### src/hw/axi_iso_pkg.sv
`default_nettype none

package axi_iso_pkg;

  //////////////////////////////
  // Widths and limits
  //////////////////////////////

  localparam int ID_W   = 4;
  localparam int ADDR_W = 32;
  localparam int DATA_W = 32;
  localparam int STRB_W = DATA_W / 8;

  // Max open transactions per counter
  localparam int NUM_PENDING = 4;
  // Must hold the value NUM_PENDING itself
  localparam int CNT_W = $clog2(NUM_PENDING + 1);

  typedef logic [CNT_W-1:0] cnt_t;

  //////////////////////////////
  // AXI channel payloads
  //////////////////////////////

  typedef struct packed {
    logic [ID_W-1:0]   id;
    logic [ADDR_W-1:0] addr;
    logic [7:0]        len;
    logic [2:0]        size;
    logic [1:0]        burst;
  } aw_chan_t;

  typedef struct packed {
    logic [DATA_W-1:0] data;
    logic [STRB_W-1:0] strb;
    logic              last;
  } w_chan_t;

  typedef struct packed {
    logic [ID_W-1:0] id;
    logic [1:0]      resp;
  } b_chan_t;

  typedef struct packed {
    logic [ID_W-1:0]   id;
    logic [ADDR_W-1:0] addr;
    logic [7:0]        len;
    logic [2:0]        size;
    logic [1:0]        burst;
  } ar_chan_t;

  typedef struct packed {
    logic [ID_W-1:0]   id;
    logic [DATA_W-1:0] data;
    logic [1:0]        resp;
    logic              last;
  } r_chan_t;

  // Manager to subordinate direction
  typedef struct packed {
    aw_chan_t aw;
    logic     aw_valid;
    w_chan_t  w;
    logic     w_valid;
    logic     b_ready;
    ar_chan_t ar;
    logic     ar_valid;
    logic     r_ready;
  } axi_req_t;

  // Subordinate to manager direction
  typedef struct packed {
    logic    aw_ready;
    logic    ar_ready;
    logic    w_ready;
    logic    b_valid;
    b_chan_t b;
    logic    r_valid;
    r_chan_t r;
  } axi_resp_t;

  //////////////////////////////
  // Isolation control
  //////////////////////////////

  // Per-path state, write path and read path each own one
  typedef enum logic [1:0] {
    ST_NORMAL,
    ST_HOLD,
    ST_DRAIN,
    ST_ISOLATE
  } iso_state_e;

  typedef struct packed {
    logic aw_full;
    logic w_full;
    logic ar_full;
    logic aw_zero;
    logic ar_zero;
    logic w_open;
  } pend_status_t;

  typedef struct packed {
    logic aw_cut;
    logic ar_cut;
    logic aw_hold;
    logic ar_hold;
    logic b_cut;
    logic r_cut;
    logic req_mute;
  } gate_ctrl_t;

endpackage

`default_nettype wire
### src/hw/bus_gate.sv
`default_nettype none

module bus_gate (
  input  axi_iso_pkg::axi_req_t   slv_req_i,
  input  axi_iso_pkg::axi_resp_t  mst_resp_i,
  input  axi_iso_pkg::gate_ctrl_t gate_i,
  input  logic                    w_open_i,
  output axi_iso_pkg::axi_req_t   mst_req_o,
  output axi_iso_pkg::axi_resp_t  slv_resp_o
);

  always_comb begin
    // Straight pass-through by default
    mst_req_o  = slv_req_i;
    slv_resp_o = mst_resp_i;

    //////////////////////////////
    // Address channels
    //////////////////////////////

    if (gate_i.aw_cut) begin
      mst_req_o.aw        = '0;
      mst_req_o.aw_valid  = 1'b0;
      slv_resp_o.aw_ready = 1'b0;
    end
    // Keep a started AW visible until it is accepted
    if (gate_i.aw_hold) begin
      mst_req_o.aw_valid = 1'b1;
    end

    if (gate_i.ar_cut) begin
      mst_req_o.ar        = '0;
      mst_req_o.ar_valid  = 1'b0;
      slv_resp_o.ar_ready = 1'b0;
    end
    if (gate_i.ar_hold) begin
      mst_req_o.ar_valid = 1'b1;
    end

    //////////////////////////////
    // Write data
    //////////////////////////////

    // No open burst means no W beat may pass
    if (!w_open_i) begin
      mst_req_o.w        = '0;
      mst_req_o.w_valid  = 1'b0;
      slv_resp_o.w_ready = 1'b0;
    end

    //////////////////////////////
    // Responses
    //////////////////////////////

    if (gate_i.b_cut) begin
      slv_resp_o.b       = '0;
      slv_resp_o.b_valid = 1'b0;
      mst_req_o.b_ready  = 1'b0;
    end
    if (gate_i.r_cut) begin
      slv_resp_o.r       = '0;
      slv_resp_o.r_valid = 1'b0;
      mst_req_o.r_ready  = 1'b0;
    end

    // Fully isolated, downstream sees nothing at all
    if (gate_i.req_mute) begin
      mst_req_o = '0;
    end
  end

endmodule

`default_nettype wire

### config.mk
export PLATFORM = sky130hd
export DESIGN_NAME = bus_gate
export DESIGN_NICKNAME = d
export VERILOG_FILES = /design/src/hw/axi_iso_pkg.sv /design/src/hw/bus_gate.sv
export SDC_FILE = /design/constraint.sdc
export NUM_CORES = 1
export LEC_CHECK = 0
export ABC_AREA = 1
export BUFFER_PORTS_ARGS = -buffer_cell sky130_fd_sc_hd__buf_2
export CAP_MARGIN = 30
export CORE_AREA = 2 2 150 152
export DETAILED_ROUTE_END_ITERATION = 12
export DIE_AREA = 0 0 152 154
export PLACE_DENSITY_LB_ADDON = 0.15
export SLEW_MARGIN = 20
export SYNTH_ARGS = -nofsm -noshare
export SYNTH_HDL_FRONTEND = slang
export SYNTH_SLANG_ARGS = --single-unit
### constraint.sdc
create_clock -name vclk -period 0.8
set_clock_uncertainty 0.2 [all_clocks]
set_input_delay 0.04 -clock vclk [all_inputs]
set_output_delay 0.04 -clock vclk [all_outputs]
set_load 0.02 [all_outputs]
Yosys cells after proc, flatten, opt, wreduce, memory -nomap -nowiden --
Index checks and enable logic that the tools add are counted.
Storage, ports and cells: bits in registers 0, input port bits 198, word-level logic and storage cells 13
Cells by class: mux-type cells 13
Operator list (count):
- two-way mux 140 bit | 1
- two-way mux 50 bit | 2
- two-way mux 40 bit | 1
- two-way mux 38 bit | 1
- two-way mux 1 bit | 7
- two-way mux 7 bit | 1

Longest topological paths before layout --
depth in word-level cells 3, gate-level depth with buffers 5

Least setup slack after synthesis --
Ideal clock, no wire load.
kind input-to-output, start point input gate_i[0] in the netlist's numbering, end point output mst_req_o[129] in the netlist's numbering, arrival time 0.654 ns, required time 0.560 ns, slack -0.094 ns, stages 3, cell sequence buf_2 buf_4 nor2_1
RTL lines:
- start, declared | line bus_gate.sv:6 | input axi_iso_pkg::gate_ctrl_t gate_i,
- end, declared | line bus_gate.sv:8 | output axi_iso_pkg::axi_req_t mst_req_o,

==> impl_metrics.toml <==
[yosys]
yosys_warnings = 0
synth_cell_types = 8
synth_area_um2 = 1660
ys_seq_area_share_pct = 0
syn_area_per_cell_um2 = 3.93
syn_inst = 422
syn_nets = 620

[sta]
fin_crit_sh_pct = 124
setup_viol = 136
period_minus_slack_ps = 995
final_max_slew_viol_count = 0
tightest_slew_ps = 197
layout_setup_ws_ps = -195
fin_tns_setup_ps = -15340
hold_viol_final = 0
maxSlewHeadroom_pct = 86.9
rsz0062_at_grt = "yes"
fmax_mhz = 1010

[floorplan]
row_count = 54
initial_core_util_pct = 7.65
pin_count = 388
die_w_um = 152
die_h_um = 154
die-area_um2 = 23400
coreArea_um2 = 21700

[route]
dr.pass1.iters = 4
wire_per_inst_um = 16.8
finalWirelength_um = 19000
drtIter0Drc = 131
drc = 0
vias_per_cell = 3.82
drtAntennaViolNets = 0
num_vias = 4325

[power]
switching_share_pct = 50.8
power_frac_comb_pct = 100.0
ir_drop_uv = 267
p_int_uw = 2300
clockPowerShare_pct = 0
p_seq_share_pct = 0
total_power_uw = 4670
p_sw_uw = 2370
leakage_uw = 0.00412
p_per_area_nw_per_um2 = 569

[job]
drv_cap = 0

[final_layout]
fin_area_um2 = 8210
final_cells = 1133
drive_gt1_share_pct = 86.9
layout.nets = 1052
regArea_um2 = 0
syn2layout_area_growth_pct = 395
final.clkbuf_count = 0
nFlopsAndLatches = 0

[worst_setup_path]
required_ps = 560
crit_chain = "buf_12 > clkinv_16 > buf_12 > clkbuf_16 > nand2_1 > nor2_1 > buf_4"
critPathTopFamily = "buffers and inverters"
worstSetupStartpointType = "input pin"
cpMostUsedCell = "buf_12"
cp_max_fo = 7
crit_buf_inv = 5
crit_arrival_ps = 750
crit_path_end_kind = "output port"
critPathSlowestCell = "buf_4"
cpPeakStageDelay_ps = 150
crit_type = "in -> out"

[worst_hold_path]
whs_path_depth = 4
hold-path-endpoint = "mst_req_o[90]"
hp-class = "in -> out"
min_from = "slv_req_i[90]"

[global_route]
grt_pass1_vias = 4325
grt_pass1_wl_um = 24600
overflow = 0
antenna_found_initial = 2
grt_use_total_pct = 13.3
grt_max_degree = 21

[run_status]
violations = "negative setup slack"
run_status = "finished with violations"

[placement]
post-place-cells = 1089
gp_congestion = 0.784
io_buffers = 388
placed_area_um2 = 4460
dp_hpwl_um = 11600
place_ws_ps = -280
kinds of logic after synthesis:
group	count (synthesis)	share of synthesized area, %
buffers and inverters	88	24.4
and+or+nand+nor	334	75.6
cells in the mapped netlist:
cell type    n  area [um2]
nor2_1     189         709
nand2_1    145         544
inv_1       51         191
buf_2       24         120
buf_4        4        30.0
buf_6        4        45.0
clkbuf_1     3        11.3
inv_2        2        7.51
cell usage in the layout (no fill, tap or decap), drive strengths merged:
cell / n
clkbuf: 13
clkinv: 2
diode: 1
nor2: 189
inv: 52
buf: 451
nand2: 145
area by class of cell:
class / count / area [um2]
tap: 280 / 350
antenna: 1 / 2.50
timing repair inverter: 1 / 20.0
fill: 2130 / 13500
multi-input combinational: 334 / 3050
timing repair buffer: 464 / 4530
inverter: 53 / 259
power by group through the flow:
stage               clock, uW  combinational (uW)  sequential, uW
finish               0.000167                4670               0
global route         0.000167                4930               0
detailed placement          0                2540               0
global placement            0                2550               0
floorplan                   0                1330               0
CTS                         0                3810               0
repair_timing:
action	CTS	global route
endpoints found under the setup margin	181	167
pin swaps	35	109
gates cloned	22	13
setup buffers	15	1
hold buffers	0	0
resized for setup	439	391
tightest hold or removal path, cell delays in order:
cell and delay, ps:
buf_2 80, nand2_2 40, nand2_2 60, buf_6 110
metrics by stage:
step / hold WS (ps) / util [%]
4_1_cts: 185 / 30.4
3_3_place_gp: 182 / 20.6
3_5_place_dp: 186 / 20.6
5_1_grt: 188 / 37.9
2_1_floorplan: -40.2 / -
6_report: 174 / 37.9
how the worst max path moves through the flow:
stage | startpoint | endpoint | slack (ps) | cells after the start
floorplan | gate_i[0] | mst_req_o[100] | -90 | 3
global placement | gate_i[6] | mst_req_o[105] | -270 | 6
detailed placement | gate_i[6] | mst_req_o[132] | -280 | 6
CTS | gate_i[6] | mst_req_o[122] | -220 | 7
global route | gate_i[5] | mst_req_o[33] | -230 | 7
finish | gate_i[5] | mst_req_o[28] | -190 | 7
routing by layer:
metal / global-route usage, % / wire length, um / vias up
met5: 0 / 16 / -
met4: 0.846 / 173 / 2
met3: 2.03 / 1180 / 14
met2: 28.1 / 10900 / 240
met1: 14.2 / 6750 / 2003
li1: - / - / 2066
Power figures use the tool's default switching activity.
