===== src/hw/axi_iso_pkg.sv =====
`default_nettype none

package axi_iso_pkg;

  //////////////////////////////
  // Widths and limits
  //////////////////////////////

  localparam int ID_W   = 4;
  localparam int ADDR_W = 32;
  localparam int DATA_W = 32;
  localparam int STRB_W = DATA_W / 8;

  // Max open transactions per counter
  localparam int NUM_PENDING = 4;
  // Must hold the value NUM_PENDING itself
  localparam int CNT_W = $clog2(NUM_PENDING + 1);

  typedef logic [CNT_W-1:0] cnt_t;

  //////////////////////////////
  // AXI channel payloads
  //////////////////////////////

  typedef struct packed {
    logic [ID_W-1:0]   id;
    logic [ADDR_W-1:0] addr;
    logic [7:0]        len;
    logic [2:0]        size;
    logic [1:0]        burst;
  } aw_chan_t;

  typedef struct packed {
    logic [DATA_W-1:0] data;
    logic [STRB_W-1:0] strb;
    logic              last;
  } w_chan_t;

  typedef struct packed {
    logic [ID_W-1:0] id;
    logic [1:0]      resp;
  } b_chan_t;

  typedef struct packed {
    logic [ID_W-1:0]   id;
    logic [ADDR_W-1:0] addr;
    logic [7:0]        len;
    logic [2:0]        size;
    logic [1:0]        burst;
  } ar_chan_t;

  typedef struct packed {
    logic [ID_W-1:0]   id;
    logic [DATA_W-1:0] data;
    logic [1:0]        resp;
    logic              last;
  } r_chan_t;

  // Manager to subordinate direction
  typedef struct packed {
    aw_chan_t aw;
    logic     aw_valid;
    w_chan_t  w;
    logic     w_valid;
    logic     b_ready;
    ar_chan_t ar;
    logic     ar_valid;
    logic     r_ready;
  } axi_req_t;

  // Subordinate to manager direction
  typedef struct packed {
    logic    aw_ready;
    logic    ar_ready;
    logic    w_ready;
    logic    b_valid;
    b_chan_t b;
    logic    r_valid;
    r_chan_t r;
  } axi_resp_t;

  //////////////////////////////
  // Isolation control
  //////////////////////////////

  // Per-path state, write path and read path each own one
  typedef enum logic [1:0] {
    ST_NORMAL,
    ST_HOLD,
    ST_DRAIN,
    ST_ISOLATE
  } iso_state_e;

  typedef struct packed {
    logic aw_full;
    logic w_full;
    logic ar_full;
    logic aw_zero;
    logic ar_zero;
    logic w_open;
  } pend_status_t;

  typedef struct packed {
    logic aw_cut;
    logic ar_cut;
    logic aw_hold;
    logic ar_hold;
    logic b_cut;
    logic r_cut;
    logic req_mute;
  } gate_ctrl_t;

endpackage

`default_nettype wire

===== src/hw/pending_tracker.sv =====
`default_nettype none

module pending_tracker (
  input  logic                      clk_i,
  input  logic                      rst_i,
  input  axi_iso_pkg::axi_req_t     mst_req_i,
  input  axi_iso_pkg::axi_resp_t    mst_resp_i,
  output axi_iso_pkg::pend_status_t status_o
);

  // Up/down step shared by all three counters
  function automatic axi_iso_pkg::cnt_t step(
    input axi_iso_pkg::cnt_t cnt,
    input logic              inc,
    input logic              dec
  );
    axi_iso_pkg::cnt_t nxt;
    nxt = cnt;
    if (inc && !dec) begin
      nxt = cnt + axi_iso_pkg::cnt_t'(1);
    end else if (dec && !inc) begin
      nxt = cnt - axi_iso_pkg::cnt_t'(1);
    end
    return nxt;
  endfunction

  //////////////////////////////
  // Downstream handshakes
  //////////////////////////////

  logic aw_hs;
  logic w_last_hs;
  logic b_hs;
  logic ar_hs;
  logic r_last_hs;

  assign aw_hs     = mst_req_i.aw_valid & mst_resp_i.aw_ready;
  // Only the closing beat ends a burst
  assign w_last_hs = mst_req_i.w_valid & mst_resp_i.w_ready & mst_req_i.w.last;
  assign b_hs      = mst_resp_i.b_valid & mst_req_i.b_ready;
  assign ar_hs     = mst_req_i.ar_valid & mst_resp_i.ar_ready;
  assign r_last_hs = mst_resp_i.r_valid & mst_req_i.r_ready & mst_resp_i.r.last;

  //////////////////////////////
  // Counters
  //////////////////////////////

  axi_iso_pkg::cnt_t aw_cnt_q;
  axi_iso_pkg::cnt_t w_cnt_q;
  axi_iso_pkg::cnt_t ar_cnt_q;

  always_ff @(posedge clk_i) begin
    if (rst_i) begin
      aw_cnt_q <= '0;
      w_cnt_q  <= '0;
      ar_cnt_q <= '0;
    end else begin
      // Open writes, closed by B
      aw_cnt_q <= step(aw_cnt_q, aw_hs, b_hs);
      // Open W bursts, closed by the last beat
      w_cnt_q  <= step(w_cnt_q, aw_hs, w_last_hs);
      // Open reads, closed by the last R beat
      ar_cnt_q <= step(ar_cnt_q, ar_hs, r_last_hs);
    end
  end

  //////////////////////////////
  // Status flags
  //////////////////////////////

  always_comb begin
    status_o.aw_full = (aw_cnt_q >= axi_iso_pkg::cnt_t'(axi_iso_pkg::NUM_PENDING));
    status_o.w_full  = (w_cnt_q >= axi_iso_pkg::cnt_t'(axi_iso_pkg::NUM_PENDING));
    status_o.ar_full = (ar_cnt_q >= axi_iso_pkg::cnt_t'(axi_iso_pkg::NUM_PENDING));
    status_o.aw_zero = (aw_cnt_q == '0);
    status_o.ar_zero = (ar_cnt_q == '0);
    // AW in this cycle already opens W, data may ride along with it
    status_o.w_open  = (w_cnt_q != '0) | aw_hs;
  end

endmodule

`default_nettype wire


===== config.mk =====
export PLATFORM = sky130hd
export DESIGN_NAME = pending_tracker
export DESIGN_NICKNAME = d
export VERILOG_FILES = /design/src/hw/axi_iso_pkg.sv /design/src/hw/pending_tracker.sv
export SDC_FILE = /design/constraint.sdc
export NUM_CORES = 1
export LEC_CHECK = 0
export ABC_AREA = 0
export BUFFER_PORTS_ARGS = -buffer_cell sky130_fd_sc_hd__buf_2
export CAP_MARGIN = 20
export CORE_AREA = 2 2 77 79
export CTS_CLUSTER_SIZE = 28
export DETAILED_ROUTE_END_ITERATION = 7
export DIE_AREA = 0 0 79 81
export PLACE_DENSITY = 0.52
export REMOVE_ABC_BUFFERS = 1
export SLEW_MARGIN = 20
export SYNTH_ARGS = -nofsm -noshare
export SYNTH_HDL_FRONTEND = slang
export SYNTH_SLANG_ARGS = --single-unit

===== constraint.sdc =====
create_clock -name clk_i -period 4.9 [get_ports clk_i]
set_clock_uncertainty 0.1 [all_clocks]
set_input_delay 0.735 -clock clk_i [delete_from_list [all_inputs] [get_ports clk_i]]
set_output_delay 0.735 -clock clk_i [all_outputs]
set_load 0.02 [all_outputs]

# Word level (Yosys, flattened, before mapping)
# Index checks and enable logic that the tools add are counted.
[totals] word_cells=43 regBits=9
[classes] reduce_logical=17 n_mux=6 n_addsub=6 bitwise_logic=8 order_cmp=3
[ops] operator="$mux 3" n=6
[ops] operator="$add 3x1->3 const B" n=3
[ops] operator="$ge 3x3->1 const B" n=3
[ops] operator="$sub 3x1->3 const B" n=3
[ops] operator="$and 1x1->1" n=7
[ops] operator="$logic_and 1x1->1" n=6
[ops] operator="$logic_not 3->1" n=2
[ops] operator="$reduce_bool 2->1" n=3
[ops] operator="$logic_not 1->1" n=5
[ops] operator="$reduce_bool 3->1" n=1
[ops] operator="$or 1x1->1" n=1

# Depth between registers and ports, before layout
# Gate-level depths: netlist of the first run.
[logic_depth] word_depth=5 ltp_mapped=7 mapped_depth_nobuf=7

# Worst setup path before layout of the first run
# OpenSTA, ideal clock, no wires.
[synth_timing] kind="input-to-output" start="in mst_req_i[90] (netlist name)" end="out status_o[0] (netlist name)" required_ns=4.065 path_slack_ns=2.654 stages=2 path_buffers=0 arrival_time_ns=1.411 path_cell_list="and2_1 -> or4_1"
[synth_lines] element="start, declared" line="pending_tracker.sv:6" text="input axi_iso_pkg::axi_req_t mst_req_i,"
[synth_lines] element="end, declared" line="pending_tracker.sv:8" text="output axi_iso_pkg::pend_status_t status_o"

==> summary.txt, run 1 <==
WL met3: 94 µm
Rel. slew slack: 89.1%
Post-Syn Area: 502 µm²
top-area cell type share of the netlist area: 35.9%
Top Layer Used: met4
vias per inst: 2.88
most frequent cells after synthesis: dfxtp_1 (9), nor2_1 (6), xor2_1 (6), clkbuf_1 (4)
nets: 272
share of cells above drive strength 1: 31.5%
fin cells: 148
PostCTS Resize Cnt: 0
row count: 28
vias in the first global route: 421
DR WL met2: 448 µm
part of the cycle the worst path needs: 49.5%
Area contributors post-synth: dfxtp_1 (36%), fa_1 (12%), xor2_1 (10%)
Worst Path Required: 4.07 ns
largest net degree at the start of global routing: 10
DP Cell Count: 144
Final WS setup: 2.47 ns
ANT nets after route: 0
crit path DAT: 1.59 ns
RSZ-0062 raised after global routing: false
router iterations before antenna repair: 3
P_leak: 0.322 nW
clock buffer count from CTS: 3
worst vdd ir: 0.126 mV
cell taking the most area after synthesis: dfxtp_1
Initial Util: 8.84%
# IOs: 198
Top FF cell, synth: dfxtp_1
post-layout util: 12.7%
GR Overflow Total: 0
sequential share of the synthesized area: 35.9%
FF-to-FF setup slack: 3.35 ns
Setup crit start: mst_req_i[90]
DR WL/cell: 7.74 µm
Total Neg Setup Slack: 0 ns
RR Startpoint: aw_cnt_q[0]
first-pass GRT wire length: 1.85 mm
WS Path Type: input port to output pin
TritonCTS clock tree: built
crit-path max FO: 3
actual slew at the worst max-slew pin: 0.162 ns
pwr dens: 349 nW/µm²
CP endpoint kind: output pin
Clock Sinks: 9
final hold vios: 0
number of buffers added for setup after CTS: 0
post-synthesis async set-or-reset flop share: 0%
most common cell in the synthesized netlist: dfxtp_1
GPL Wtd Cong: 0.618
GRT Overall Usage: 3.84%
clock period minus worst slack: 2.43 ns
Synth Warn #: 0
H-tree depth: 1
Die Wd: 79 µm
synthesized area per cell: 9.29 µm²
Final setup viols: 0
Setup WS pre-CTS: 2.45 ns
Layout area overhead: 43.9%
number of port buffers: 19
EDFF count, synth: 0
clk_lat worst skew: 0.23 ns
initial antenna violation count: 0
Residual DRC: 0
Post-Syn Instances: 54
clk buf depth: 2
CTS Hold Buffers Added: 0
CTS root buf: clkbuf_8
WL final: 1.15 mm
Critical Path Source Type: input port
max_cap viols: 0
count of different cell masters after synthesis: 16
ANT cells: 0
R2R depth: 4
dpl cell area: 676 µm²
Fmax: 412 MHz
fillers: 668
CTS clk-pin slew, worst paths: 0.04 ns
max-slew violations: 0
status: completed
end point of the critical path: status_o[0]
Final HPWL DP: 976 µm
core footprint: 5680 µm²
R2R Path End: aw_cnt_q[2]
die height: 81 µm
Hold/Removal Path Class: flip-flop to flip-flop
total number of vias: 426
flops & latches, synth: 9
die area: 6400 µm²
Iter 0 DRT Violations: 6
DRT met1 WL: 584 µm
Design Area, Final: 722 µm²
power by group:
group	leakage (nW)	switching, mW	internal, mW
sequential	0.0743	0.0109	0.0843
combinational	0.222	0.0402	0.0331
clock	0.0255	0.0278	0.0553
metrics by stage:
step	hold WS, ns	power (mW)
2_1_floorplan	0.417	0.145
3_3_place_gp	0.391	0.169
3_5_place_dp	0.398	0.171
4_1_cts	0.405	0.257
5_1_grt	0.430	0.273
6_report	0.404	0.252
cell families after synthesis:
| group | synth area share [%] |
|---|---|
| adders and majority gates | 19.5 |
| xor gates and xnor gates | 10.5 |
| AOI/OAI and AO/OA | 5.98 |
| DFF | 35.9 |
| and+or+nand+nor | 17.0 |
| muxes | 5.99 |
| buffers and inverters | 5.24 |
layout make-up:
class | count | area [µm²] | area share [%]
inverter | 3 | 11.3 | 1.56
tap | 75 | 93.8 | 13.0
timing repair buffer | 19 | 95.1 | 13.2
sequential | 9 | 180 | 25.0
multi-input combinational | 38 | 295 | 40.9
clock buffer | 3 | 41.3 | 5.72
clock inverter | 1 | 5.00 | 0.693
layer usage:
metal  vias up  GRT usage [%]
met5         -              0
met4         0           2.59
met3         2           1.33
li1        215              -
met1       192           5.29
met2        17           4.92
registers in the layout (all words and copies together) (netlist names):
name,flops
ar_cnt_q,3
aw_cnt_q,3
w_cnt_q,3
cells in the final DEF (no fill, tap or decap):
| cell | n |
|---|---|
| inv_1 | 3 |
| nor3_1 | 2 |
| ha_1 | 3 |
| or3_1 | 3 |
| xor2_1 | 6 |
| mux2i_1 | 3 |
| clkinv_2 | 1 |
| or4_1 | 1 |
| nand2_1 | 1 |
| nor2_1 | 6 |
| o21ai_0 | 3 |
| nand3_1 | 2 |
| buf_2 | 19 |
| a21oi_1 | 3 |
| clkbuf_8 | 3 |
| and2_1 | 2 |
| dfxtp_1 | 9 |
| fa_1 | 3 |
worst min path at each step:
stage | from | cells past startpoint | to
floorplan | w_cnt_q[1] | 2 | w_cnt_q[1]
global placement | w_cnt_q[2] | 2 | w_cnt_q[2]
detailed placement | ar_cnt_q[2] | 2 | ar_cnt_q[2]
CTS | w_cnt_q[2] | 2 | w_cnt_q[2]
global route | ar_cnt_q[2] | 2 | ar_cnt_q[2]
finish | w_cnt_q[2] | 2 | w_cnt_q[2]
worst max-delay path, cell delays in order:
cell    delay, ns
buf_2        0.10
and2_1       0.18
or4_1        0.40
buf_2        0.17
(Power assumes the default switching activity.)
==> inputs of run 2 (changes only) <==
--- a/config.mk
+++ b/config.mk
@@ -12,7 +12,7 @@
 export CTS_CLUSTER_SIZE = 28
 export DETAILED_ROUTE_END_ITERATION = 7
 export DIE_AREA = 0 0 79 81
-export PLACE_DENSITY = 0.52
+export PLACE_DENSITY = 0.54
 export REMOVE_ABC_BUFFERS = 1
 export SLEW_MARGIN = 20
 export SYNTH_ARGS = -nofsm -noshare
==> constraint.sdc (replaced) <==
create_clock -name clk_i -period 2.2 [get_ports clk_i]
set_clock_uncertainty 0.1 [all_clocks]
set_input_delay 0.33 -clock clk_i [delete_from_list [all_inputs] [get_ports clk_i]]
set_output_delay 0.33 -clock clk_i [all_outputs]
set_load 0.02 [all_outputs]
==> run 2 against run 1 <==
Die area did not move. Largest power group unchanged. Highest routed layer unchanged. Sequential share of layout area about the same. Non-clock buffer count did not move. Sequential power rose by 120%. Worst setup slack worse by 2.0 ns. Critical path type is now input port to flip-flop.
==> summary.txt, run 2 (synthesis gave the netlist of run 1 again) <==
status: completed
die area: 6400 µm² (unchanged)
final hold vios: 0 (unchanged)
max_cap viols: 0 (unchanged)
Die Wd: 79 µm (unchanged)
clk buf depth: 2 (unchanged)
nets: 272 (unchanged)
R2R depth: 4 (unchanged)
Setup WS pre-CTS: 0.171 ns (-2.28 ns)
biggest regs: ar_cnt_q x3, aw_cnt_q x3, w_cnt_q x3
Hold Path Stages: 2 (unchanged)
core footprint: 5680 µm² (unchanged)
P_leak: 0.319 nW (-0.85%)
PostCTS Resize Cnt: 0 (unchanged)
number of port buffers: 19 (unchanged)
Final setup viols: 0 (unchanged)
worst vdd ir: 0.265 mV (+110%)
clk_lat worst skew: 0.23 ns (about the same)
router iterations before antenna repair: 2 (-1)
CTS clk-pin slew, worst paths: 0.04 ns (about the same)
Iter 0 DRT Violations: 8 (+2)
actual slew at the worst max-slew pin: 0.179 ns (+0.0172 ns)
initial antenna violation count: 1 (+1)
Switching Share: 31.6% (+0.23 points)
Sequential Power Share: 37.4% (-0.4 points)
CP endpoint kind: flip-flop
Final WS setup: 0.427 ns (-2.05 ns)
Final HPWL DP: 940 µm (-3.7%)
# IOs: 198 (unchanged)
clock share of power: 34.1% (+1.1 points)
first-pass GRT wire length: 1.88 mm (+1.8%)
ANT nets after route: 0 (unchanged)
row count: 28 (unchanged)
crit-path max FO: 3 (unchanged)
CTS root buf: clkbuf_8
Rel. slew slack: 88.0% (-1.1 points)
fillers: 675 (+1.0%)
Total Neg Setup Slack: 0 ns (unchanged)
Hold Path Origin: rst_i
WL final: 1.19 mm (+3.8%)
WS Path Type: input port to flip-flop
TritonCTS clock tree: built
crit path DAT: 1.84 ns (+0.25 ns)
most frequent cells in the layout: buf_2 (19), dfxtp_1 (9), xor2_1 (6), nor2_1 (6)
Int Power: 388 µW (+120%)
die height: 81 µm (unchanged)
vias per inst: 2.86 (-0.67%)
Critical Path Source Type: input port
P_sw: 179 µW (+130%)
largest net degree at the start of global routing: 10 (unchanged)
GR Overflow Total: 0 (unchanged)
Hold/Removal Path Class: input port to flip-flop
fin cells: 149 (+0.68%)
vias in the first global route: 436 (+3.6%)
GPL Wtd Cong: 0.678 (+9.7%)
Initial Util: 8.84% (unchanged)
share of cells above drive strength 1: 30.1% (-1.4 points)
total number of vias: 426 (unchanged)
DP Cell Count: 144 (unchanged)
Clock Sinks: 9 (unchanged)
number of buffers added for setup after CTS: 0 (unchanged)
clock buffer count from CTS: 3 (unchanged)
part of the cycle the worst path needs: 80.6%
most common cell after layout, fill and taps aside: buf_2
Residual DRC: 0 (unchanged)
clock period minus worst slack: 1.77 ns
Setup crit start: mst_req_i[90]
RSZ-0062 raised after global routing: false
CTS Hold Buffers Added: 0 (unchanged)
DR WL/cell: 7.97 µm (+3.1%)
Layout area overhead: 44.1%
Worst Path Required: 2.27 ns (-1.80 ns)
Comb power frac: 28.5% (-0.6 points)
Fmax: 564 MHz
pwr dens: 783 nW/µm² (+120%)
RR Startpoint: aw_cnt_q[0]
GRT Overall Usage: 4.35% (+0.51 points)
max-slew violations: 0 (unchanged)
H-tree depth: 1 (unchanged)
-- run 2: changes by cell type in the layout (fill, tap and decap cells not counted) --
cell and delta:
diode_2 +1, clkinv_2 -1, clkbuf_1 +1
-- run 2: final timing paths --
check                                   end  slack [ns]
worst max-delay path            aw_cnt_q[2]        0.43
worst min-delay path            aw_cnt_q[2]        0.29
worst max register to register  aw_cnt_q[2]        0.65
worst min register to register  aw_cnt_q[2]        0.40
-- run 2: stage by stage --
stage | hold slack, ns | total power [mW] | cell area [µm²] | utilization [%]
floorplan | 0.299 | 0.324 | 487 | -
global route | 0.292 | 0.611 | 721 | 12.7
finish | 0.289 | 0.566 | 723 | 12.7
detailed placement | 0.393 | 0.376 | 676 | 11.9
CTS | 0.288 | 0.582 | 721 | 12.7
global placement | 0.392 | 0.375 | 676 | 11.9
-- run 2: layer usage --
| layer | GRT usage [%] | part of all wire [%] |
|---|---|---|
| met2 | 4.92 | 31 |
| met1 | 5.15 | 53 |
| met4 | 5.17 | 4.3 |
| met5 | 0 | 0 |
| met3 | 2.33 | 12 |
-- run 2: layout make-up --
cell class / count / area [µm²] / area share [%]
Timing Repair Buffer: 19 / 95.1 / 13.1
Antenna cell: 1 / 2.50 / 0.346
Inverter: 3 / 11.3 / 1.56
Tap cell: 75 / 93.8 / 13.0
Multi-Input combinational cell: 38 / 295 / 40.8
Sequential cell: 9 / 180 / 24.9
Clock buffer: 4 / 45.0 / 6.23
-- run 2: power groups by stage --
| stage | Combinational, mW | Clock [mW] | Sequential (mW) |
|---|---|---|---|
| 4_1_cts | 0.164 | 0.206 | 0.213 |
| 3_3_place_gp | 0.160 | 0 | 0.215 |
| 3_5_place_dp | 0.162 | 0 | 0.215 |
| 5_1_grt | 0.180 | 0.214 | 0.217 |
| 6_report | 0.161 | 0.193 | 0.212 |
| 2_1_floorplan | 0.104 | 0 | 0.220 |
-- run 2: critical path, stage by stage --
cell     delay [ns]
buf_2          0.10
and2_1         0.17
ha_1           0.20
inv_1          0.06
fa_1           0.37
xor2_1         0.17
or3_1          0.31
a21oi_1        0.13
