--- src/hw/axi_iso_pkg.sv ---
`default_nettype none

package axi_iso_pkg;

  //////////////////////////////
  // Widths and limits
  //////////////////////////////

  localparam int ID_W   = 4;
  localparam int ADDR_W = 32;
  localparam int DATA_W = 32;
  localparam int STRB_W = DATA_W / 8;

  // Max open transactions per counter
  localparam int NUM_PENDING = 4;
  // Must hold the value NUM_PENDING itself
  localparam int CNT_W = $clog2(NUM_PENDING + 1);

  typedef logic [CNT_W-1:0] cnt_t;

  //////////////////////////////
  // AXI channel payloads
  //////////////////////////////

  typedef struct packed {
    logic [ID_W-1:0]   id;
    logic [ADDR_W-1:0] addr;
    logic [7:0]        len;
    logic [2:0]        size;
    logic [1:0]        burst;
  } aw_chan_t;

  typedef struct packed {
    logic [DATA_W-1:0] data;
    logic [STRB_W-1:0] strb;
    logic              last;
  } w_chan_t;

  typedef struct packed {
    logic [ID_W-1:0] id;
    logic [1:0]      resp;
  } b_chan_t;

  typedef struct packed {
    logic [ID_W-1:0]   id;
    logic [ADDR_W-1:0] addr;
    logic [7:0]        len;
    logic [2:0]        size;
    logic [1:0]        burst;
  } ar_chan_t;

  typedef struct packed {
    logic [ID_W-1:0]   id;
    logic [DATA_W-1:0] data;
    logic [1:0]        resp;
    logic              last;
  } r_chan_t;

  // Manager to subordinate direction
  typedef struct packed {
    aw_chan_t aw;
    logic     aw_valid;
    w_chan_t  w;
    logic     w_valid;
    logic     b_ready;
    ar_chan_t ar;
    logic     ar_valid;
    logic     r_ready;
  } axi_req_t;

  // Subordinate to manager direction
  typedef struct packed {
    logic    aw_ready;
    logic    ar_ready;
    logic    w_ready;
    logic    b_valid;
    b_chan_t b;
    logic    r_valid;
    r_chan_t r;
  } axi_resp_t;

  //////////////////////////////
  // Isolation control
  //////////////////////////////

  // Per-path state, write path and read path each own one
  typedef enum logic [1:0] {
    ST_NORMAL,
    ST_HOLD,
    ST_DRAIN,
    ST_ISOLATE
  } iso_state_e;

  typedef struct packed {
    logic aw_full;
    logic w_full;
    logic ar_full;
    logic aw_zero;
    logic ar_zero;
    logic w_open;
  } pend_status_t;

  typedef struct packed {
    logic aw_cut;
    logic ar_cut;
    logic aw_hold;
    logic ar_hold;
    logic b_cut;
    logic r_cut;
    logic req_mute;
  } gate_ctrl_t;

endpackage

`default_nettype wire
--- src/hw/iso_ctrl.sv ---
`default_nettype none

module iso_ctrl (
  input  logic                      clk_i,
  input  logic                      rst_i,
  input  logic                      isolate_i,
  input  logic                      slv_aw_valid_i,
  input  logic                      slv_ar_valid_i,
  input  logic                      mst_aw_ready_i,
  input  logic                      mst_ar_ready_i,
  input  axi_iso_pkg::pend_status_t status_i,
  output axi_iso_pkg::gate_ctrl_t   gate_o,
  output logic                      isolated_o
);

  //////////////////////////////
  // Shared path transition
  //////////////////////////////

  // Same rules apply to the AW and the AR path
  function automatic axi_iso_pkg::iso_state_e next_state(
    input axi_iso_pkg::iso_state_e cur,
    input logic                    iso,
    input logic                    full,
    input logic                    valid,
    input logic                    ready,
    input logic                    zero
  );
    axi_iso_pkg::iso_state_e nxt;
    nxt = cur;
    case (cur)
      axi_iso_pkg::ST_NORMAL: begin
        if (full) begin
          // Address is blocked, nothing to hold
          if (iso) nxt = axi_iso_pkg::ST_DRAIN;
        end else if (valid && !ready) begin
          // Valid went out downstream, keep it until accepted
          nxt = axi_iso_pkg::ST_HOLD;
        end else if (iso) begin
          nxt = axi_iso_pkg::ST_DRAIN;
        end
      end
      axi_iso_pkg::ST_HOLD: begin
        // Leave on the edge where the handshake completes
        if (ready) nxt = iso ? axi_iso_pkg::ST_DRAIN : axi_iso_pkg::ST_NORMAL;
      end
      axi_iso_pkg::ST_DRAIN: begin
        // Wait for the open count to reach zero
        if (zero) nxt = axi_iso_pkg::ST_ISOLATE;
      end
      axi_iso_pkg::ST_ISOLATE: begin
        if (!iso) nxt = axi_iso_pkg::ST_NORMAL;
      end
      default: nxt = axi_iso_pkg::ST_ISOLATE;
    endcase
    return nxt;
  endfunction

  //////////////////////////////
  // State registers
  //////////////////////////////

  axi_iso_pkg::iso_state_e aw_state_q;
  axi_iso_pkg::iso_state_e ar_state_q;
  axi_iso_pkg::iso_state_e aw_state_d;
  axi_iso_pkg::iso_state_e ar_state_d;

  logic wr_full;
  logic aw_iso;
  logic ar_iso;

  // Write path also stops on a full burst count
  assign wr_full = status_i.aw_full | status_i.w_full;

  assign aw_state_d = next_state(aw_state_q, isolate_i, wr_full, slv_aw_valid_i,
                                 mst_aw_ready_i, status_i.aw_zero);
  assign ar_state_d = next_state(ar_state_q, isolate_i, status_i.ar_full, slv_ar_valid_i,
                                 mst_ar_ready_i, status_i.ar_zero);

  // Come out of reset isolated
  always_ff @(posedge clk_i) begin
    if (rst_i) begin
      aw_state_q <= axi_iso_pkg::ST_ISOLATE;
      ar_state_q <= axi_iso_pkg::ST_ISOLATE;
    end else begin
      aw_state_q <= aw_state_d;
      ar_state_q <= ar_state_d;
    end
  end

  //////////////////////////////
  // Gate commands
  //////////////////////////////

  assign aw_iso = (aw_state_q == axi_iso_pkg::ST_ISOLATE);
  assign ar_iso = (ar_state_q == axi_iso_pkg::ST_ISOLATE);

  always_comb begin
    // Address cut on back-pressure, while draining and while isolated
    gate_o.aw_cut   = ((aw_state_q == axi_iso_pkg::ST_NORMAL) && wr_full) ||
                      (aw_state_q == axi_iso_pkg::ST_DRAIN) || aw_iso;
    gate_o.ar_cut   = ((ar_state_q == axi_iso_pkg::ST_NORMAL) && status_i.ar_full) ||
                      (ar_state_q == axi_iso_pkg::ST_DRAIN) || ar_iso;
    // Pending address stays valid downstream
    gate_o.aw_hold  = (aw_state_q == axi_iso_pkg::ST_HOLD);
    gate_o.ar_hold  = (ar_state_q == axi_iso_pkg::ST_HOLD);
    // Responses only blocked once fully isolated
    gate_o.b_cut    = aw_iso;
    gate_o.r_cut    = ar_iso;
    gate_o.req_mute = aw_iso & ar_iso;
  end

  assign isolated_o = aw_iso & ar_iso;

endmodule

`default_nettype wire

--- config.mk ---
export PLATFORM = sky130hd
export DESIGN_NAME = iso_ctrl
export DESIGN_NICKNAME = d
export VERILOG_FILES = /design/src/hw/axi_iso_pkg.sv /design/src/hw/iso_ctrl.sv
export SDC_FILE = /design/constraint.sdc
export NUM_CORES = 1
export LEC_CHECK = 0
export BUFFER_PORTS_ARGS = -buffer_cell sky130_fd_sc_hd__buf_4
export CORE_AREA = 2 2 39 41
export DETAILED_ROUTE_END_ITERATION = 8
export DIE_AREA = 0 0 41 43
export PLACE_DENSITY = 0.55
export REMOVE_ABC_BUFFERS = 1
export SLEW_MARGIN = 10
export SYNTH_ARGS = -nofsm -noshare
export SYNTH_HDL_FRONTEND = slang
export SYNTH_SLANG_ARGS = --single-unit
--- constraint.sdc ---
create_clock -name clk_i -period 0.92 [get_ports clk_i]
set_input_delay 0.046 -clock clk_i [delete_from_list [all_inputs] [get_ports clk_i]]
set_output_delay 0.046 -clock clk_i [all_outputs]
set_load 0.02 [all_outputs]
# == After elaboration in Yosys (flattened, before gate mapping) ==
# Index checks and enable logic that the tools add are counted.
# totals
elab_cells,44
regBits,4
input_bits,13
output_inout_bits,8
# op_classes
bitwise_logic,2
eq_ne,12
mux,14
reduce_logical,14
# op_table
operator,n
$mux 2,12
$pmux 2 s4,2
$ne 2x2->1 const B,6
$eq 2x2->1 const B,4
$reduce_and 3->1,2
$eq 2x1->1 const B,2
$logic_and 1x1->1,4
$logic_not 2->1,2
$logic_or 1x1->1,4
$logic_not 1->1,2
$and 1x1->1,1
$or 1x1->1,1

# == Logic depth before layout (Yosys ltp) ==
# Gate-level depths: netlist of the first run.
# depth
word_depth,5
depth_mapped,4
mapped_depth_nobuf,3

# == Worst setup path before layout of the first run ==
# Ideal clock, no wire load.
# synth_timing
path_kind,register -> output
start,reg ar_state_q[1]
end,out gate_o[0] (netlist name)
n_path_buf,2
setup_slack_ps,-129
t_arrival_ps,1003
stages_incl_launch_ff,5
t_required_ps,874
path_cell_list,dfxtp_1 clkbuf_2 and2_1 and2_1 buf_4
# synth_via
elab_chain_cells,2
# synth_lines
item,line_no,text
start: declaration,iso_ctrl.sv:64,axi_iso_pkg::iso_state_e ar_state_q;
start signal: assignment,iso_ctrl.sv:84,ar_state_q <= axi_iso_pkg::ST_ISOLATE;
start signal: assignment,iso_ctrl.sv:87,ar_state_q <= ar_state_d;
$eq 2x2->1,iso_ctrl.sv:96,assign ar_iso = (ar_state_q == axi_iso_pkg::ST_ISOLATE);
named net ar_iso,iso_ctrl.sv:70,logic ar_iso;
$and 1x1->1,-,
end: declaration,iso_ctrl.sv:12,"output axi_iso_pkg::gate_ctrl_t gate_o,"
# The timed path passes the listed nets, and every way through them passes these cells.

==> flow_summary.json, run 1 <==
{
  "clockBufferDepth": 2,
  "grt_setup_unrepaired": "yes",
  "drt_pass1_iterations": 2,
  "core_area_um2": 1380,
  "switching_power_w": 0.000300,
  "hpwlAfterDp_um": 564,
  "synth_top_area_cell": "dfxtp_1",
  "final_nets": 77,
  "ant_nets": 0,
  "synth_area_leaders": "dfxtp_1 (27%), buf_4 (7.6%), a221o_1 (6.8%)",
  "htreeDepth": 1,
  "grt_start_max_net_pins": 7,
  "cts.clk_slew.worst_paths_ns": 0.04,
  "path_delay_family": "flip-flops",
  "clock_power_share_pct": 25.4,
  "antennaDiodeCount": 0,
  "crit_fanout": 3,
  "die_w_um": 41,
  "ir_drop_uv": 656,
  "tightest_slew_ns": 0.214,
  "antenna_found_initial": 0,
  "path_cells": "and2_4 -> and2_4 -> buf_6",
  "combinationalPowerShare_pct": 49.7,
  "synth-seq-area-share_pct": 27.0,
  "cts-root-buf": "clkbuf_4",
  "holdWs_ns": 0.0276,
  "syn2layout_area_growth_pct": 92.4,
  "power.leakage_nw": 0.272,
  "power.internal_w": 0.000603,
  "synth_top_area_share_pct": 27.0,
  "setup_violations": 10,
  "grt_usage_pct": 11.6,
  "cts_hold_buf": 0,
  "arrival_ns": 1.01,
  "synth_edf_count": 0,
  "finalSetupTns_ns": -0.561,
  "drt_iter0_markers": 2,
  "drcViolationCount": 0,
  "synth_commonest_cells": "dfxtp_1 (4), nor2_1 (4), and2_1 (3), buf_4 (3), inv_1 (3)",
  "grt_pass1_vias": 335,
  "clock_latency_ns": 0.24,
  "ys_ff_latch": 4,
  "hp-class": "input pin to flip-flop",
  "max_freq_mhz": 950,
  "route.vias.total": 346,
  "period_share_pct": 114,
  "critPathLaunchType": "flip-flop",
  "max-cap-violations": 0,
  "die_h_um": 43,
  "gp_congestion": 0.631,
  "cts_tree": "done",
  "wl_per_cell_um": 10.9,
  "syn_area_um2": 297,
  "cp_common_cell": "and2_4",
  "power.density_nw_per_um2": 1580,
  "ys_types": 21,
  "worst-path-buf-inv": 1,
  "die_area_um2": 1760,
  "slowest_stage": "dfxtp_4",
  "post-route-min-period_ns": 1.05,
  "cp.required_ns": 0.87,
  "row_count": 14,
  "synthCells": 38,
  "grt_overflow": 0,
  "ys_warn_count": 0,
  "numCtsBuffers": 3,
  "synth_flop_cell": "dfxtp_1",
  "violations": "setup timing",
  "slew_headroom_pct": 85.7,
  "grt_pass1_wl_mm": 1.31,
  "layout_setup_ws_ns": -0.133,
  "drt-total-wl_um": 850,
  "critical_path_class": "flip-flop to primary output",
  "pwr-share-seq_pct": 24.9,
  "cp-end-kind": "primary output",
  "fin_skew_ns": 0.000648,
  "initial_core_util_pct": 21.4,
  "layout-drive-gt1-share_pct": 64.5,
  "synth.avg_cell_area_um2": 7.80,
  "status": "finished, violations left",
  "pin_count": 21,
  "port_buffers": 19,
  "ys_async_sr_fraction_pct": 0,
  "final_max_slew_viol_count": 0,
  "clock-sinks": 4,
  "sw_frac_of_total_pct": 33.2,
  "vias_per_cell": 4.44,
  "hold_viol_final": 0,
  "slowest_delay_ns": 0.34
}
[placed cells by master (no fill, tap or decap)]
cell type	instances
buf_4	18
buf_6	7
dfxtp_4	4
inv_1	3
and2_4	3
nor2_1	3
clkbuf_4	3
nand2_1	2
nand2b_1	2
a221o_1	2
a21oi_2	2
nor2_4	1
nor2b_1	1
o21bai_1	1
a21o_1	1
o21ai_0	1
nor3b_2	1
o21bai_4	1
a21oi_1	1
or2_0	1
a31o_1	1
o211ai_1	1
mux2i_1	1
and3_1	1
[logic make-up after synthesis]
group	after synthesis	share of synthesized area, %
buffers and inverters	7	13.1
and+or+nand+nor	15	28.7
muxes	1	3.38
DFF	4	27.0
AOI/OAI and AO/OA	11	27.8
[worst register-to-register path: stages, from the launching register on]
cell and delay (ns):
dfxtp_4 0.35, nand2_1 0.07, o21ai_0 0.08, a221o_1 0.33
[path summary, 6_finish.rpt]
kind | start | to | slack [ns] | cells after the start
hold reg to reg | aw_state_q[0]$_SDFFE_PP1P_ | aw_state_q[1]$_SDFFE_PP1P_ | 0.58 | 2
setup reg to reg | ar_state_q[0]$_SDFFE_PP1P_ | ar_state_q[0]$_SDFFE_PP1P_ | -0.02 | 3
setup / recovery | aw_state_q[1]$_SDFFE_PP1P_ | gate_o[0] | -0.13 | 3
hold / removal | rst_i | ar_state_q[0]$_SDFFE_PP1P_ | 0.03 | 2
[registers in the layout, indices dropped and copies added, names as in the netlist]
name        count
ar_state_q      2
aw_state_q      2
[repair_timing]
action / 4_1_cts / 5_1_grt
gates resized for setup: 20 / 2
pin swaps: 5 / 3
endpoints found under the setup margin: 12 / 12
gates cloned: 0 / 0
setup buffers: 3 / 1
[stage by stage]
| stage | std cells | cell area, um^2 | power (W) | utilization (%) | worst slack [ns] |
|---|---|---|---|---|---|
| after detailed placement | 71 | 447 | 0.000554 | 32.3 | -0.0254 |
| after CTS | 77 | 557 | 0.000903 | 40.2 | -0.141 |
| final | 78 | 571 | 0.000903 | 41.2 | -0.133 |
| after floorplan | 34 | 269 | 0.000396 | - | -0.198 |
| after global placement | 71 | 447 | 0.000556 | 32.3 | -0.0270 |
| after global routing | 78 | 571 | 0.000972 | 41.2 | -0.168 |
[per-layer routing]
layer | vias to the layer above | part of all wire (%) | GRT usage (%)
met5 | - | 0 | 0
met2 | 19 | 51 | 18.1
met3 | 2 | 12 | 5.24
met4 | 0 | 1.8 | 10.0
met1 | 150 | 35 | 10.6
li1 | 175 | - | -
[layout make-up]
type,count,area [um^2]
flip-flops and latches,4,95.1
repair buffers,25,214
fillers,153,813
clock buffers,3,22.5
multi-input cells,27,208
well taps,16,20.0
inverters,3,11.3
[power groups by stage]
stage	Sequential [W]	Combinational, W	Clock, W
2_1_floorplan	0.000223	0.000172	0
3_3_place_gp	0.000229	0.000327	0
3_5_place_dp	0.000228	0.000326	0
4_1_cts	0.000224	0.000436	0.000243
5_1_grt	0.000229	0.000481	0.000262
6_report	0.000225	0.000449	0.000230
(Power assumes the default switching activity.)
==> inputs of run 2 (changes only) <==
- ABC_AREA: default -> 1
- PLACE_DENSITY: 0.55 -> 0.61
- clock period: 0.92 -> 0.9 ns (I/O delays scaled with it)
==> run 2 against run 1 <==
  * The run still ends with setup timing left
  * Register-to-register slack got worse by 0.04 ns
  * Synthesized area increased by 26%
  * Clock skew decreased by 0.00062 ns
  * Setup slack better by 0.043 ns
  * Critical path depth up 1
  * Power grew 85%
  * Core utilization up 5.2 points
  * Critical path type unchanged
==> flow_summary.json, run 2 <==
{
  "status": "finished, violations left",
  "violations": "setup timing",
  "cts_tree": "done",
  "critical_path_class": "flip-flop to primary output",
  "met2_usage_pct": 17.5,
  "ys_types": 10,
  "setup_violations": 9,
  "period_share_pct": 110,
  "antenna_found_initial": 0,
  "grt_busiest_layer": "met2",
  "die_h_um": 43,
  "ant_nets": 0,
  "row_count": 14,
  "gp_congestion": 0.708,
  "power.leakage_nw": 0.382,
  "clock_latency_ns": 0.23,
  "path_cells": "buf_6 -> nor2_2 -> nor2_1 -> buf_4",
  "slowest_delay_ns": 0.35,
  "switching_power_w": 0.000752,
  "most-common-layout-cells": "nand2_1 (17), buf_4 (16), inv_1 (10)",
  "combinationalPowerShare_pct": 64.2,
  "port_buffers": 19,
  "synthMostInstantiatedCell": "nand2_1",
  "critPathLaunchType": "flip-flop",
  "htreeDepth": 1,
  "wl_per_cell_um": 7.89,
  "grt_usage_pct": 11.9,
  "use_met3_pct": 1.57,
  "arrival_ns": 0.95,
  "route.vias.total": 451,
  "grt_use_met1_pct": 16.1,
  "drt-total-wl_um": 852,
  "synth_area_leaders": "nand2_1 (22%), dfxtp_1 (21%), nand3_1 (15%)",
  "synth_edf_count": 0,
  "drt_iter0_markers": 6,
  "cp-end-kind": "primary output",
  "numCtsBuffers": 3,
  "grt_start_max_net_pins": 9,
  "slowest_stage": "dfxtp_4",
  "holdWs_ns": 0.0233,
  "synth_commonest_cells": "nand2_1 (22), inv_1 (12), nand3_1 (11), nor2_1 (10)",
  "synth_flop_cell": "dfxtp_1",
  "clock-sinks": 4,
  "die_area_um2": 1760,
  "layout-drive-gt1-share_pct": 54.3,
  "fin_skew_ns": 0.0000326,
  "max-cap-violations": 0,
  "final_nets": 107,
  "grt_pass1_vias": 387,
  "power.internal_w": 0.000917,
  "pin_count": 21,
  "clockBufferDepth": 2,
  "ys_warn_count": 0,
  "synth.avg_cell_area_um2": 5.25,
  "pwr-share-seq_pct": 23.1,
  "cts.clk_slew.worst_paths_ns": 0.04,
  "reg_top3": "ar_state_q x2, aw_state_q x2",
  "synth_top_area_share_pct": 22.1,
  "cp.required_ns": 0.85,
  "final_cells": 108,
  "layout_setup_ws_ns": -0.0902,
  "crit_fanout": 4,
  "max_freq_mhz": 1010,
  "hp-class": "input pin to flip-flop",
  "power.density_nw_per_um2": 2590,
  "synth-seq-area-share_pct": 21.5,
  "sw_frac_of_total_pct": 45.1,
  "drcViolationCount": 0,
  "drt_pass1_iterations": 4,
  "synthCells": 71,
  "syn2layout_area_growth_pct": 72.5,
  "ys_ff_latch": 4,
  "final_common_cell": "nand2_1",
  "hold_viol_final": 0,
  "grt_setup_unrepaired": "yes",
  "antennaDiodeCount": 0,
  "worst-path-buf-inv": 2,
  "final_max_slew_viol_count": 0,
  "slew_headroom_pct": 88.8,
  "die_w_um": 41,
  "initial_core_util_pct": 26.9,
  "ir_drop_uv": 1410,
  "path_delay_family": "flip-flops",
  "finalPower_w": 0.00167,
  "synth_top_area_cell": "nand2_1",
  "dp_cells": 103,
  "cts_hold_buf": 0,
  "syn_area_um2": 373,
  "hpwlAfterDp_um": 707,
  "clock_power_share_pct": 12.7,
  "vias_per_cell": 4.18,
  "grt_pass1_wl_mm": 1.47,
  "ys_async_sr_fraction_pct": 0,
  "grt_overflow": 0,
  "cts-root-buf": "clkbuf_4",
  "core_area_um2": 1380,
  "tightest_slew_ns": 0.167,
  "post-route-min-period_ns": 0.990
}
==> run 2: final timing paths <==
| kind | start | endpoint | slack [ns] | cells past startpoint |
|---|---|---|---|---|
| min | rst_i | ar_state_q[1]$_SDFFE_PP1P_ | 0.02 | 3 |
| max reg2reg | ar_state_q[1]$_SDFFE_PP1P_ | ar_state_q[0]$_SDFFE_PP1P_ | -0.06 | 6 |
| max | ar_state_q[1]$_SDFFE_PP1P_ | gate_o[5] | -0.09 | 4 |
| min reg2reg | ar_state_q[0]$_SDFFE_PP1P_ | ar_state_q[0]$_SDFFE_PP1P_ | 0.55 | 2 |
==> run 2: power groups by stage <==
stage               Sequential, W  Combinational [W]  Clock [W]
finish                   0.000386            0.00107   0.000213
CTS                      0.000376           0.000993   0.000228
global placement         0.000332           0.000832          0
global route             0.000406            0.00119   0.000231
floorplan                0.000313           0.000534          0
detailed placement       0.000335           0.000848          0
==> run 2: area by class of cell <==
| type | instances | area, um^2 |
|---|---|---|
| timing repair buffer | 22 | 188 |
| clock buffer | 3 | 22.5 |
| sequential | 4 | 95.1 |
| tap | 16 | 20.0 |
| inverter | 16 | 60.1 |
| fill | 148 | 741 |
| multi-input combinational | 47 | 258 |
==> run 2: logic make-up (layout without fill, tap and decap cells) <==
logic type / count (synthesis) / after routing / share of synthesized area [%]
simple gates: 46 / 46 / 53.0
buf+inv: 20 / 41 / 24.2
flops: 4 / 4 / 21.5
compound gates: 1 / 1 / 1.34
==> run 2: stage by stage <==
stage	instance area [um^2]	utilization, %	setup TNS, ns	setup slack (ns)
3_5_place_dp	513	37.1	-0.268	-0.0837
5_1_grt	643	46.5	-1.03	-0.141
4_1_cts	599	43.3	-0.575	-0.108
2_1_floorplan	343	-	-0.419	-0.181
6_report	643	46.5	-0.372	-0.0902
3_3_place_gp	513	37.1	-0.154	-0.0545
==> run 2: timing repair <==
item | 4_1_cts | 5_1_grt
pin swaps | 6 | 4
cloned | 0 | 0
resized for setup | 21 | 11
buffers inserted | 1 | 1
setup endpoints to repair | 12 | 12
==> run 2: layer usage <==
| layer | vias up | share of wire [%] | wire, um |
|---|---|---|---|
| met3 | 0 | 4.5 | 38 |
| met5 | - | 0 | 0 |
| met2 | 12 | 49 | 415 |
| li1 | 254 | - | - |
| met4 | 0 | 0 | 0 |
| met1 | 185 | 47 | 398 |
==> run 2: worst reg2reg max path, delay by kind of cell (launching register included) <==
| kind | cells | cell delay [ns] |
|---|---|---|
| and+or+nand+nor | 4 | 0.26 |
| DFF | 1 | 0.35 |
| buffers and inverters | 2 | 0.23 |
